File: src/hw/adc_acq_macros.svh
`ifndef ADC_ACQ_MACROS_SVH
`define ADC_ACQ_MACROS_SVH

//////////////////////////////
// sample format
//////////////////////////////

`define ADC_SAMPLE_W     12    // bits per adc sample, over-range bit not included

//////////////////////////////
// buffering
//////////////////////////////

`define BUF_ADDR_W       10    // circular buffer address, depth is 2**BUF_ADDR_W
`define TRIG_FIFO_DEPTH  4     // stored trigger addresses, power of two

//////////////////////////////
// readout
//////////////////////////////

`define BURST_PAIRS      4     // sample pairs per data word
`define CREDIT_MAX       8     // credits held after reset, also the ceiling
`define FILL_NUM_W       24    // fill counter width
`define NUM_BURSTS_W     8     // bursts per waveform

`endif

File: src/hw/adc_acq_pkg.sv
`default_nettype none

`include "adc_acq_macros.svh"

package adc_acq_pkg;

    localparam int PAYLOAD_W  = 128;                      // payload of one output word
    localparam int PAIR_W     = 2 * (`ADC_SAMPLE_W + 1);  // two samples with over-range bits
    localparam int DATA_PAD_W = PAYLOAD_W - `BURST_PAIRS * PAIR_W;
    localparam int HDR_PAD_W  = PAYLOAD_W - 12 - `FILL_NUM_W - `BUF_ADDR_W - `NUM_BURSTS_W;

    // one sample, over-range in bit 0 like the packed adc bus
    typedef struct packed {
        logic [`ADC_SAMPLE_W-1:0] data;
        logic                     ovr;
    } adc_sample_t;

    typedef struct packed {
        adc_sample_t s1;    // second sample, upper 13 bits
        adc_sample_t s0;    // first sample, lower 13 bits
    } sample_pair_t;

    typedef logic [`BUF_ADDR_W-1:0] buf_addr_t;

    // quasi-static settings, held stable while a waveform is read out
    typedef struct packed {
        logic [11:0]              channel_tag;
        logic                     use_dummy;   // counter pattern instead of sample_in
        buf_addr_t                pre_trig;    // pairs kept ahead of the trigger
        logic [`NUM_BURSTS_W-1:0] num_bursts;  // at least 1
    } acq_cfg_t;

    typedef enum logic [3:0] {
        TAG_WFM_HDR = 4'h1,
        TAG_DATA    = 4'h2
    } word_tag_e;

    typedef struct packed {
        logic [HDR_PAD_W-1:0]     pad;
        logic [`NUM_BURSTS_W-1:0] num_bursts;
        buf_addr_t                start_addr;
        logic [`FILL_NUM_W-1:0]   fill_num;
        logic [11:0]              channel_tag;  // lowest bits of the header
    } wfm_hdr_t;

    typedef struct packed {
        logic [DATA_PAD_W-1:0]            pad;    // always zero
        sample_pair_t [`BURST_PAIRS-1:0]  pairs;  // pairs[0] is the oldest
    } wfm_data_t;

    typedef struct packed {
        word_tag_e             tag;
        logic [PAYLOAD_W-1:0]  payload;  // wfm_hdr_t or wfm_data_t
    } acq_word_t;

endpackage

`default_nettype wire

File: src/hw/trig_addr_fifo.sv
`default_nettype none

`include "adc_acq_macros.svh"

module trig_addr_fifo import adc_acq_pkg::*; #(
    parameter int DEPTH = `TRIG_FIFO_DEPTH    // power of two
) (
    input  wire logic       adc_clk,
    input  wire logic       rst,
    input  wire logic       push,
    input  wire buf_addr_t  push_addr,
    input  wire logic       pop,
    output buf_addr_t       head,              // oldest entry, valid while !empty
    output logic            empty
);

    localparam int PTR_W = $clog2(DEPTH);

    buf_addr_t         mem [DEPTH];
    logic [PTR_W:0]    wr_ptr;                 // extra msb tells full from empty
    logic [PTR_W:0]    rd_ptr;
    logic              full;
    logic              do_push;
    logic              do_pop;

    //////////////////////////////
    // flags
    //////////////////////////////

    assign empty   = (wr_ptr == rd_ptr);
    assign full    = (wr_ptr[PTR_W] != rd_ptr[PTR_W]) &&
                     (wr_ptr[PTR_W-1:0] == rd_ptr[PTR_W-1:0]);
    assign do_push = push && !full;            // trigger lost when full
    assign do_pop  = pop && !empty;

    // fall-through, head read straight from the array
    assign head = mem[rd_ptr[PTR_W-1:0]];

    always_ff @(posedge adc_clk) begin
        if (do_push) begin
            mem[wr_ptr[PTR_W-1:0]] <= push_addr;
        end
    end

    //////////////////////////////
    // pointers
    //////////////////////////////

    always_ff @(posedge adc_clk) begin
        if (rst) begin
            wr_ptr <= '0;
            rd_ptr <= '0;
        end else begin
            if (do_push) begin
                wr_ptr <= wr_ptr + 1'b1;
            end
            if (do_pop) begin
                rd_ptr <= rd_ptr + 1'b1;
            end
        end
    end

endmodule

`default_nettype wire

File: config.mk
export PLATFORM = sky130hd
export DESIGN_NAME = trig_addr_fifo
export DESIGN_NICKNAME = d
export VERILOG_FILES = /design/src/hw/adc_acq_pkg.sv /design/src/hw/trig_addr_fifo.sv
export VERILOG_INCLUDE_DIRS = /design/src /design/src/hw
export SDC_FILE = /design/constraint.sdc
export NUM_CORES = 1
export LEC_CHECK = 0
export ABC_AREA = 1
export BUFFER_PORTS_ARGS = -buffer_cell sky130_fd_sc_hd__buf_2
export CORE_UTILIZATION = 35
export DETAILED_ROUTE_END_ITERATION = 8
export SYNTH_ARGS = -nofsm -noshare
export SYNTH_HDL_FRONTEND = slang
export SYNTH_SLANG_ARGS = --single-unit
File: constraint.sdc
create_clock -name adc_clk -period 2 [get_ports adc_clk]
set_clock_uncertainty 0.2 [all_clocks]
set_input_delay 0.5 -clock adc_clk [delete_from_list [all_inputs] [get_ports adc_clk]]
set_output_delay 0.5 -clock adc_clk [all_outputs]
set_load 0.02 [all_outputs]
==> reports/summary.txt <==
Pins Over Slew Limit: 0
maximum number of pins on one net before global-route repair: 21
Gate power share: 0.249
max-cap viol count: 0
Net Sw Power: 671 uW
Ant. Diodes: 0
sequential cell area fraction in the yosys report: 0.697
worst slew margin relative to its limit: 0.872
number of vias per cell after detailed routing: 4.68
area share of the leading cell type in the synthesized netlist: 0.615
least setup slack across all paths after layout: -0.0110 ns
global-route wire length before repair: 5820 um
proportion of power drawn by the clock network: 0.240
area delta synth->final: 31.3%
post-detailed-route wirelength per cell: 13.2 um
Tmin final: 2.01 ns
overflow left after global routing: 0
placed cell area: 2220 sq um
data arrival time of the critical path: 1.31 ns
reg2reg end: mem[0][4]
count of distinct cell types in the synthesized netlist: 15
Critical Path Fanout Max: 5
post-synthesis net count: 191
count of non-filler cells in the finished layout: 282
P_int: 1650 uW
biggest area contributors in the synthesized netlist: sky130_fd_sc_hd__edfxtp_1, sky130_fd_sc_hd__dfxtp_1, sky130_fd_sc_hd__nor2_1
count of hold-fix buffers inserted at cts: 0
Die X-Extent: 76.7 um
power density over cell area: 907 nW/um^2
cell leakage power: 0.000997 uW
Top Family by Delay on Critical Path: flip-flops
R2R depth: 7
effective utilization at floorplan: 0.373
proportion of power drawn by flip-flops and latches: 0.511
total I/O pin count: 25
count of input and output buffers: 24
library cell contributing the largest single delay on the critical path: sky130_fd_sc_hd__dfxtp_4
crit share post-route: 1.01
H-tree depth: 2
Peak supply drop: 0.000460 V
post-synthesis area per instance: 11.3 sq um
proportion of total power due to net switching: 0.289
core utilization of the finished layout: 0.489
die outline height: 76.7 um
global-route total usage across every layer: 0.132
Critical Path End: head[3]
Clock Pin Slew Worst Setup and Hold Paths: 0.08 ns
total buffers and inverters traversed by the critical path: 2
endpoint type of the worst setup path: primary output
weighted congestion reported at the end of routability-driven placement: 0.751
class of the tightest hold or removal check: in2reg
post-synthesis cell area: 1950 sq um
number of standard cells after synthesis: 172
slew at the pin closest to its max-slew limit: 0.192 ns
CTS sink count: 48
total detailed-routing wirelength: 3730 um
setup repair after global routing missed its margin: yes
buffer depth of the longest clock path: 2
startpoint of the worst-slack reg-to-reg timing path: wr_ptr[0]
filler cell count in the final layout: 479
vias in the first global route: 1180
layout cells sized above 1: 0.382
total instance count after detailed placement: 270
critical setup path kind: reg2out
maximum clock rate: 497 MHz
worst setup slack after placement: 0.177 ns
die area: 5880 sq um
violations in the final reports: setup timing
post-DP HPWL: 2310 um
fin nets: 230
cell type with the highest aggregate area in the netlist: sky130_fd_sc_hd__edfxtp_1
startpoint kind of the worst setup timing path: flop
CTS root buf: sky130_fd_sc_hd__clkbuf_8
ANT nets after route: 0
TritonCTS buffer count: 5
cells along the critical path: clkbuf_16 -> o21ai_1 -> o22ai_1 -> buf_4
number of warning messages in the yosys log: 0
Levels on crit path: 4
number of violations reported at the end of detailed-routing iteration 0: 82
router iterations before antenna repair: 4
total vias in the final route: 1319
Post-Layout Inst Area: 2560 sq um
Slowest Stage Delay on Critical Path: 0.43 ns
floorplan core area: 5240 sq um
TritonCTS clock tree: done
number of design rule violations left after detail routing: 0
worst skew pair latency: 0.30 ns
run status: finished with violations
Hold Violations, Final: 0
total number of placement rows: 26
Final setup viols: 1
post-CTS setup buffer count: 0
R2R setup slack: 0.32 ns
required time of the critical path: 1.30 ns
antenna violations before repair: 0
worst hold margin: 0.210 ns
number of flip-flops and latches in the synthesized netlist: 48
==> power groups by stage <==
stage | registers, uW | clock network, uW | logic, uW
after floorplan | 1180 | 0 | 267
after global placement | 1190 | 0 | 415
after detailed placement | 1190 | 0 | 419
after CTS | 1170 | 573 | 434
after global routing | 1200 | 620 | 630
final | 1190 | 557 | 579
==> final cells by class <==
class	count	area (sq um)	area share
sequential	48	1380	0.537
multi-input combinational	101	607	0.237
timing repair buffer	37	332	0.129
tap	70	87.6	0.0342
inverter	18	75.1	0.0293
clock buffer	6	72.6	0.0283
clock inverter	2	12.5	0.00488
==> logic make-up after synthesis <==
kind of cell               synth area share
DFF                                   0.697
and+or+nand+nor                       0.127
buffers and inverters                0.0449
adders and majority gates            0.0321
AOI/OAI and AO/OA                    0.0987
==> worst min-delay path by stage <==
stage / startpoint / end / slack (ns) / cells past startpoint
floorplan: rd_ptr[2] / rd_ptr[2] / 0.32 / 2
global placement: rd_ptr[2] / rd_ptr[2] / 0.33 / 2
detailed placement: rd_ptr[2] / rd_ptr[2] / 0.35 / 2
CTS: push_addr[2] / mem[3][2] / 0.20 / 1
global route: push_addr[5] / mem[1][5] / 0.19 / 1
finish: push_addr[6] / mem[0][6] / 0.21 / 1
==> worst register-to-register path: cells and delay by family (launching register included) <==
family / cells / cell delay, ns
DFF: 1 / 0.38
buffers and inverters: 2 / 0.26
and+or+nand+nor: 5 / 0.55
==> cell usage in the layout (no fill, tap or decap), types with 3 or more instances in the layout <==
cell,n
sky130_fd_sc_hd__o21ai_2,13
sky130_fd_sc_hd__inv_1,14
sky130_fd_sc_hd__nand3_1,6
sky130_fd_sc_hd__o22ai_2,3
sky130_fd_sc_hd__nor2_2,3
sky130_fd_sc_hd__dfxtp_2,6
sky130_fd_sc_hd__a21oi_1,6
sky130_fd_sc_hd__o21ai_1,6
sky130_fd_sc_hd__buf_4,13
sky130_fd_sc_hd__clkbuf_8,5
sky130_fd_sc_hd__o22ai_1,7
sky130_fd_sc_hd__edfxtp_1,40
sky130_fd_sc_hd__nand2_1,20
sky130_fd_sc_hd__buf_2,13
sky130_fd_sc_hd__buf_6,7
sky130_fd_sc_hd__ha_1,5
sky130_fd_sc_hd__nor2_1,26
==> flip-flops by register name, summed over array words and instances, names as in the netlist, named ones only <==
signal / cells
wr_ptr: 3
rd_ptr: 3
mem: 40
==> what timing repair did <==
item	4_1_cts	5_1_grt
pin swaps	0	12
gates resized for setup	9	74
setup endpoints to repair	11	11
cloned	0	4
==> metrics by stage <==
step           TNS [ns]  total power (uW)
2_1_floorplan         0              1450
3_3_place_gp          0              1600
3_5_place_dp          0              1610
4_1_cts        -0.00337              2180
5_1_grt          -0.419              2450
6_report        -0.0110              2320
==> layer usage <==
layer	routed length [um]	vias up	track usage
li1	-	672	-
met1	1830	618	0.174
met2	1720	22	0.201
met3	136	7	0.0440
met4	46	0	0.0481
met5	0	-	0
==> synth_stat cells <==
master,instances
sky130_fd_sc_hd__edfxtp_1,40
sky130_fd_sc_hd__nor2_1,30
sky130_fd_sc_hd__nand2_1,21
sky130_fd_sc_hd__o21ai_0,20
sky130_fd_sc_hd__inv_1,17
sky130_fd_sc_hd__o22ai_1,10
sky130_fd_sc_hd__dfxtp_1,8
sky130_fd_sc_hd__a21oi_1,6
sky130_fd_sc_hd__nand3_1,6
sky130_fd_sc_hd__ha_1,5
sky130_fd_sc_hd__clkbuf_1,4
sky130_fd_sc_hd__nand3_2,2
sky130_fd_sc_hd__buf_2,1
sky130_fd_sc_hd__inv_2,1
sky130_fd_sc_hd__nand2_2,1
Power figures use the tool's default switching activity.
