$ cat src/hw/adc_acq_macros.svh
`ifndef ADC_ACQ_MACROS_SVH
`define ADC_ACQ_MACROS_SVH

//////////////////////////////
// sample format
//////////////////////////////

`define ADC_SAMPLE_W     12    // bits per adc sample, over-range bit not included

//////////////////////////////
// buffering
//////////////////////////////

`define BUF_ADDR_W       10    // circular buffer address, depth is 2**BUF_ADDR_W
`define TRIG_FIFO_DEPTH  4     // stored trigger addresses, power of two

//////////////////////////////
// readout
//////////////////////////////

`define BURST_PAIRS      4     // sample pairs per data word
`define CREDIT_MAX       8     // credits held after reset, also the ceiling
`define FILL_NUM_W       24    // fill counter width
`define NUM_BURSTS_W     8     // bursts per waveform

`endif

$ cat src/hw/adc_acq_pkg.sv
`default_nettype none

`include "adc_acq_macros.svh"

package adc_acq_pkg;

    localparam int PAYLOAD_W  = 128;                      // payload of one output word
    localparam int PAIR_W     = 2 * (`ADC_SAMPLE_W + 1);  // two samples with over-range bits
    localparam int DATA_PAD_W = PAYLOAD_W - `BURST_PAIRS * PAIR_W;
    localparam int HDR_PAD_W  = PAYLOAD_W - 12 - `FILL_NUM_W - `BUF_ADDR_W - `NUM_BURSTS_W;

    // one sample, over-range in bit 0 like the packed adc bus
    typedef struct packed {
        logic [`ADC_SAMPLE_W-1:0] data;
        logic                     ovr;
    } adc_sample_t;

    typedef struct packed {
        adc_sample_t s1;    // second sample, upper 13 bits
        adc_sample_t s0;    // first sample, lower 13 bits
    } sample_pair_t;

    typedef logic [`BUF_ADDR_W-1:0] buf_addr_t;

    // quasi-static settings, held stable while a waveform is read out
    typedef struct packed {
        logic [11:0]              channel_tag;
        logic                     use_dummy;   // counter pattern instead of sample_in
        buf_addr_t                pre_trig;    // pairs kept ahead of the trigger
        logic [`NUM_BURSTS_W-1:0] num_bursts;  // at least 1
    } acq_cfg_t;

    typedef enum logic [3:0] {
        TAG_WFM_HDR = 4'h1,
        TAG_DATA    = 4'h2
    } word_tag_e;

    typedef struct packed {
        logic [HDR_PAD_W-1:0]     pad;
        logic [`NUM_BURSTS_W-1:0] num_bursts;
        buf_addr_t                start_addr;
        logic [`FILL_NUM_W-1:0]   fill_num;
        logic [11:0]              channel_tag;  // lowest bits of the header
    } wfm_hdr_t;

    typedef struct packed {
        logic [DATA_PAD_W-1:0]            pad;    // always zero
        sample_pair_t [`BURST_PAIRS-1:0]  pairs;  // pairs[0] is the oldest
    } wfm_data_t;

    typedef struct packed {
        word_tag_e             tag;
        logic [PAYLOAD_W-1:0]  payload;  // wfm_hdr_t or wfm_data_t
    } acq_word_t;

endpackage

`default_nettype wire

$ cat src/hw/wfm_readout.sv
`default_nettype none

`include "adc_acq_macros.svh"

module wfm_readout import adc_acq_pkg::*; (
    input  wire logic                    adc_clk,
    input  wire logic                    rst,
    input  wire acq_cfg_t                cfg,
    input  wire logic                    trig_empty,
    input  wire buf_addr_t               trig_head,
    input  wire sample_pair_t            rd_data,
    input  wire logic                    fill_num_load,
    input  wire logic [`FILL_NUM_W-1:0]  initial_fill_num,
    input  wire logic                    out_credit,      // one credit back per cycle
    output logic                         trig_pop,
    output buf_addr_t                    rd_addr,
    output acq_word_t                    out_word,
    output logic                         out_valid,
    output logic                         acq_busy,
    output logic [`FILL_NUM_W-1:0]       fill_num
);

    localparam int CREDIT_W   = $clog2(`CREDIT_MAX + 1);
    localparam int PAIR_CNT_W = $clog2(`BURST_PAIRS);

    typedef enum logic [1:0] {
        ST_IDLE,        // wait for a trigger address
        ST_HDR,         // header out once a credit is free
        ST_RD_BURST,    // credit, then BURST_PAIRS back-to-back reads
        ST_EMIT         // last pair lands, data word out
    } state_e;

    state_e                          state;
    buf_addr_t                       rd_addr_q;
    logic [PAIR_CNT_W-1:0]           pair_cnt;      // reads issued in this burst
    logic [`NUM_BURSTS_W-1:0]        bursts_left;
    logic [CREDIT_W-1:0]             credit_cnt;
    logic [`FILL_NUM_W-1:0]          fill_q;
    sample_pair_t [`BURST_PAIRS-2:0] hold_q;        // pairs read so far, [0] oldest
    logic                            last_q;        // final word of the waveform is out
    logic                            credit_ok;
    logic                            burst_start;
    logic                            read_issue;
    logic                            shift_en;
    logic                            credit_take;
    logic                            last_word;
    wfm_hdr_t                        hdr;
    wfm_data_t                       data_word;

    //////////////////////////////
    // control decodes
    //////////////////////////////

    assign credit_ok   = (credit_cnt != '0);
    assign burst_start = (state == ST_RD_BURST) && (pair_cnt == '0) && credit_ok;
    assign shift_en    = (state == ST_RD_BURST) && (pair_cnt != '0);  // previous read is back
    assign read_issue  = burst_start || shift_en;
    // a word reserves its credit when committed, so one word is in flight at most
    assign credit_take = ((state == ST_HDR) && credit_ok) || burst_start;
    assign last_word   = (state == ST_EMIT) && (bursts_left == `NUM_BURSTS_W'(1));

    assign trig_pop = (state == ST_IDLE) && !trig_empty;
    assign rd_addr  = rd_addr_q;
    assign fill_num = fill_q;
    assign acq_busy = (state != ST_IDLE) || last_q;      // covers the final word

    always_comb begin
        hdr             = '0;
        hdr.channel_tag = cfg.channel_tag;
        hdr.fill_num    = fill_q;
        hdr.start_addr  = rd_addr_q;        // no read issued yet in ST_HDR
        hdr.num_bursts  = cfg.num_bursts;
        data_word                        = '0;
        data_word.pairs[`BURST_PAIRS-1]   = rd_data;   // newest pair, straight from the ram
        data_word.pairs[`BURST_PAIRS-2:0] = hold_q;
    end

    //////////////////////////////
    // state machine
    //////////////////////////////

    always_ff @(posedge adc_clk) begin
        if (rst) begin
            state       <= ST_IDLE;
            pair_cnt    <= '0;
            bursts_left <= '0;
            out_valid   <= 1'b0;
            last_q      <= 1'b0;
        end else begin
            out_valid <= 1'b0;
            last_q    <= last_word;
            case (state)
                ST_IDLE: begin
                    if (!trig_empty) begin
                        bursts_left <= cfg.num_bursts;
                        state       <= ST_HDR;
                    end
                end
                ST_HDR: begin
                    if (credit_ok) begin
                        out_valid <= 1'b1;
                        state     <= ST_RD_BURST;
                    end
                end
                ST_RD_BURST: begin
                    if (read_issue) begin
                        pair_cnt <= pair_cnt + 1'b1;   // wraps to 0 for the next burst
                        if (pair_cnt == PAIR_CNT_W'(`BURST_PAIRS - 1)) begin
                            state <= ST_EMIT;
                        end
                    end
                end
                ST_EMIT: begin
                    out_valid   <= 1'b1;
                    bursts_left <= bursts_left - 1'b1;
                    state       <= last_word ? ST_IDLE : ST_RD_BURST;
                end
                default: state <= ST_IDLE;
            endcase
        end
    end

    //////////////////////////////
    // address, burst, output word
    //////////////////////////////

    always_ff @(posedge adc_clk) begin
        if (trig_pop) begin
            rd_addr_q <= trig_head - cfg.pre_trig;     // modulo buffer depth
        end else if (read_issue) begin
            rd_addr_q <= rd_addr_q + 1'b1;
        end
        if (shift_en) begin
            hold_q <= {rd_data, hold_q[`BURST_PAIRS-2:1]};
        end
        if ((state == ST_HDR) && credit_ok) begin
            out_word.tag     <= TAG_WFM_HDR;
            out_word.payload <= hdr;
        end else if (state == ST_EMIT) begin
            out_word.tag     <= TAG_DATA;
            out_word.payload <= data_word;
        end
    end

    //////////////////////////////
    // credits and fill number
    //////////////////////////////

    always_ff @(posedge adc_clk) begin
        if (rst) begin
            credit_cnt <= CREDIT_W'(`CREDIT_MAX);
            fill_q     <= '0;
        end else begin
            case ({credit_take, out_credit})
                2'b10:   credit_cnt <= credit_cnt - 1'b1;
                2'b01:   credit_cnt <= credit_cnt + 1'b1;
                default: credit_cnt <= credit_cnt;       // none, or spend and return
            endcase
            if (fill_num_load) begin
                fill_q <= initial_fill_num;
            end else if (last_word) begin
                fill_q <= fill_q + 1'b1;                 // next waveform's number
            end
        end
    end

endmodule

`default_nettype wire

$ cat config.mk
export PLATFORM = sky130hd
export DESIGN_NAME = wfm_readout
export DESIGN_NICKNAME = d
export VERILOG_FILES = /design/src/hw/adc_acq_pkg.sv /design/src/hw/wfm_readout.sv
export VERILOG_INCLUDE_DIRS = /design/src /design/src/hw
export SDC_FILE = /design/constraint.sdc
export NUM_CORES = 1
export LEC_CHECK = 0
export BUFFER_PORTS_ARGS = -buffer_cell sky130_fd_sc_hd__buf_4
export CORE_UTILIZATION = 48
export DETAILED_ROUTE_END_ITERATION = 8
export PLACE_DENSITY_LB_ADDON = 0.05
export SLEW_MARGIN = 10
export SYNTH_ARGS = -nofsm -noshare
export SYNTH_HDL_FRONTEND = slang
export SYNTH_SLANG_ARGS = --single-unit
$ cat constraint.sdc
create_clock -name adc_clk -period 5 [get_ports adc_clk]
set_input_delay 0.5 -clock adc_clk [delete_from_list [all_inputs] [get_ports adc_clk]]
set_output_delay 0.5 -clock adc_clk [all_outputs]
set_load 0.01 [all_outputs]
==> flow_summary.json <==
{
  "combPwrFrac": 0.202,
  "cts-buffers-inserted": 26,
  "report.final.slew_viol_count": 0,
  "drtPass1Iterations": 5,
  "start_util": 0.4886,
  "synth_cell_types": 51,
  "root_buffer": "clkbuf_16",
  "cts.sinks": 236,
  "path_clk_slew_ns": 0.06,
  "clkPwrFrac": 0.334,
  "synth_async_sr_flop_share": 0,
  "rows": 52,
  "clk-insertion-delay-late_ns": 0.52,
  "syn_to_final_growth_pct": 27.52,
  "timing.setup.tns_ns": 0,
  "wl_mm": 23.57,
  "syn_avg_cell_area_um2": 11.74,
  "layout_commonest_cell": "buf_4",
  "rrSetupSlack_ns": 2.25,
  "p_seq_frac": 0.464,
  "cp_max_fo": 22,
  "arrival_ns": 2.44,
  "layout_common_cells": "buf_4, edfxtp_1, nand2_1",
  "grt.overflow.total": 0,
  "switchingPower_mw": 1.496,
  "cts.hold.buffers_added": 0,
  "routed_via_density": 5.143,
  "finalPower_mw": 5.417,
  "die_area_um2": 21170,
  "place_hpwl_mm": 16.20,
  "layout.nets": 1186,
  "status": "completed",
  "postCtsResizedCells": 0,
  "drv_cap": 0,
  "synth_area_um2": 9886,
  "leakage_nw": 4.902,
  "drtIter0Drc": 391,
  "grt_pass1_wl_mm": 36.82,
  "wl_per_cell_um": 17.33,
  "hold_viol_final": 0,
  "cts_tree": "yes",
  "relSlewSlack": 0.1907,
  "switching_share": 0.2762,
  "ant_nets": 0,
  "setup_violations": 0,
  "p_int_mw": 3.921,
  "rsz0062_at_grt": "no",
  "synth_edf_count": 142,
  "power_density_nw_per_um2": 429.7,
  "grt_pass1_vias": 6515,
  "pre_cts_ws_ns": 2.212,
  "required_ns": 4.50,
  "htree_levels": 1,
  "clock_path_buffers": 3,
  "synthFlopType": "edfxtp_1",
  "die_w_um": 145.5,
  "worstSetupPathType": "flop to primary output",
  "gp_congestion": 0.7819,
  "vias": 6994,
  "drive_gt1_frac": 0.3211,
  "fmax_ghz": 0.3399,
  "worst_pin_slew_ns": 1.203,
  "ys_seq_area_frac": 0.6217,
  "yosys_warnings": 0,
  "ir_worst_vdd_v": 0.0003037,
  "grt_usage": 0.2202,
  "drc": 0,
  "syn_inst": 842,
  "critPathLaunchType": "flop",
  "n_antenna_cell": 0,
  "core_region_area_um2": 20230,
  "die_y_um": 145.5,
  "antenna_found_initial": 0,
  "numPortBuffers": 237,
  "setup_slack_ns": 2.058,
  "worst_setup_path_end_kind": "primary output",
  "worst_clock_skew_ns": 0.008743,
  "cts_setup_buffers": 0,
  "timing.final.crit_share": 0.5884,
  "min_path_type": "input port to flop",
  "ios": 265,
  "grt_max_degree": 56,
  "synth_seq_cells": 236,
  "fin_crit_ns": 2.942
}
power by group through the flow:
stage / clock network [mW] / logic (mW) / registers (mW)
6_report: 1.81 / 1.09 / 2.52
3_5_place_dp: 0 / 1.10 / 2.55
5_1_grt: 1.93 / 1.20 / 2.55
4_1_cts: 1.84 / 1.11 / 2.52
2_1_floorplan: 0 / 0.546 / 2.61
3_3_place_gp: 0 / 1.09 / 2.55
stage by stage:
step	utilization	hold WS [ns]	cells	instance area, µm²
after detailed placement	0.5832	0.4344	1312	11800
final	0.6230	0.1665	1360	12610
after global placement	0.5832	0.4305	1312	11800
after global routing	0.6230	0.1376	1360	12610
after CTS	0.6230	0.1433	1360	12610
after floorplan	-	0.4222	867	9980
flip-flops by register name, indices dropped and copies added (netlist names), 2 cells and up:
register and count:
out_word 106, data_word 78, fill_num 24, rd_addr 10, bursts_left 8, credit_cnt 4, pair_cnt 2, state 2
Yosys cell counts (2+ instances only):
cell        n  area, µm²
a211oi_1   19      142.6
a21o_1      3      22.52
a21oi_1    72      360.4
a221oi_1    2      17.52
a311oi_1    2      17.52
a31oi_1     5      31.28
and3_1      5      31.28
and4_1      4      35.03
buf_4      26      195.2
buf_6       3      33.78
clkbuf_1   39      146.4
dfxtp_1    94       1882
edfxtp_1  142       4264
fa_1        2      40.04
ha_1       18      225.2
inv_1      23      86.33
mux2_2     54      608.1
mux2i_1     3      30.03
nand2_1   128      480.5
nand2b_1    3      18.77
nand3_1    14      70.07
nand4_1    12      75.07
nor2_1     50      187.7
nor2b_1     4      25.02
nor3_1     10      50.05
nor3_2      3      30.03
nor4_1     11      68.82
nor4_4      2      42.54
o21a_1      2      15.01
o21ai_0    16      80.08
o22ai_1     2      12.51
o311ai_0    2      17.52
o31ai_1     3      22.52
or2_2       3      18.77
or3_1       7      43.79
or4_1       3      22.52
xnor2_1    23      201.4
xor2_1     15      131.4
critical path: stages, from the launching register on:
cell	delay (ns)
dfxtp_1	0.41
or3_1	0.41
buf_4	0.22
inv_1	0.63
buf_4	0.25
layer usage:
layer / global-route usage / wire length, µm / vias up
li1: - / - / 3412
met1: 0.3186 / 10940 / 3317
met2: 0.3356 / 10530 / 245
met3: 0.05674 / 1832 / 20
met4: 0.04421 / 263 / 0
met5: 0 / 0 / -
kinds of logic after synthesis:
logic type,share of synthesized area
buffers and inverters,0.04746
XOR/XNOR,0.03367
AO/OA/AOI/OAI,0.07936
adder cells (fa/ha/maj),0.02683
multiplexers,0.06455
AND/OR/NAND/NOR,0.1261
other,0.0003793
flip-flops,0.6217
path summary, 6_finish.rpt:
check,end,from,depth (start not counted)
setup / recovery,trig_pop,state[1]$_SDFFE_PP0P_,4
setup reg to reg,out_word[34]$_DFFE_PP_,state[1]$_SDFFE_PP0P_,3
hold reg to reg,data_word[32]$_DFFE_PP_,data_word[58]$_DFFE_PP_,0
hold / removal,data_word[71]$_DFFE_PP_,rd_data[19],1
layout make-up:
cell class,count,area [µm²]
Inverter,24,90.09
Clock buffer,37,713.2
Clock inverter,11,92.59
Sequential cell,236,6146
Fill cell,1702,7629
Timing Repair Buffer,244,1832
Tap cell,270,337.8
Multi-Input combinational cell,538,3395
Note: power is estimated with default switching activity, not from simulation.
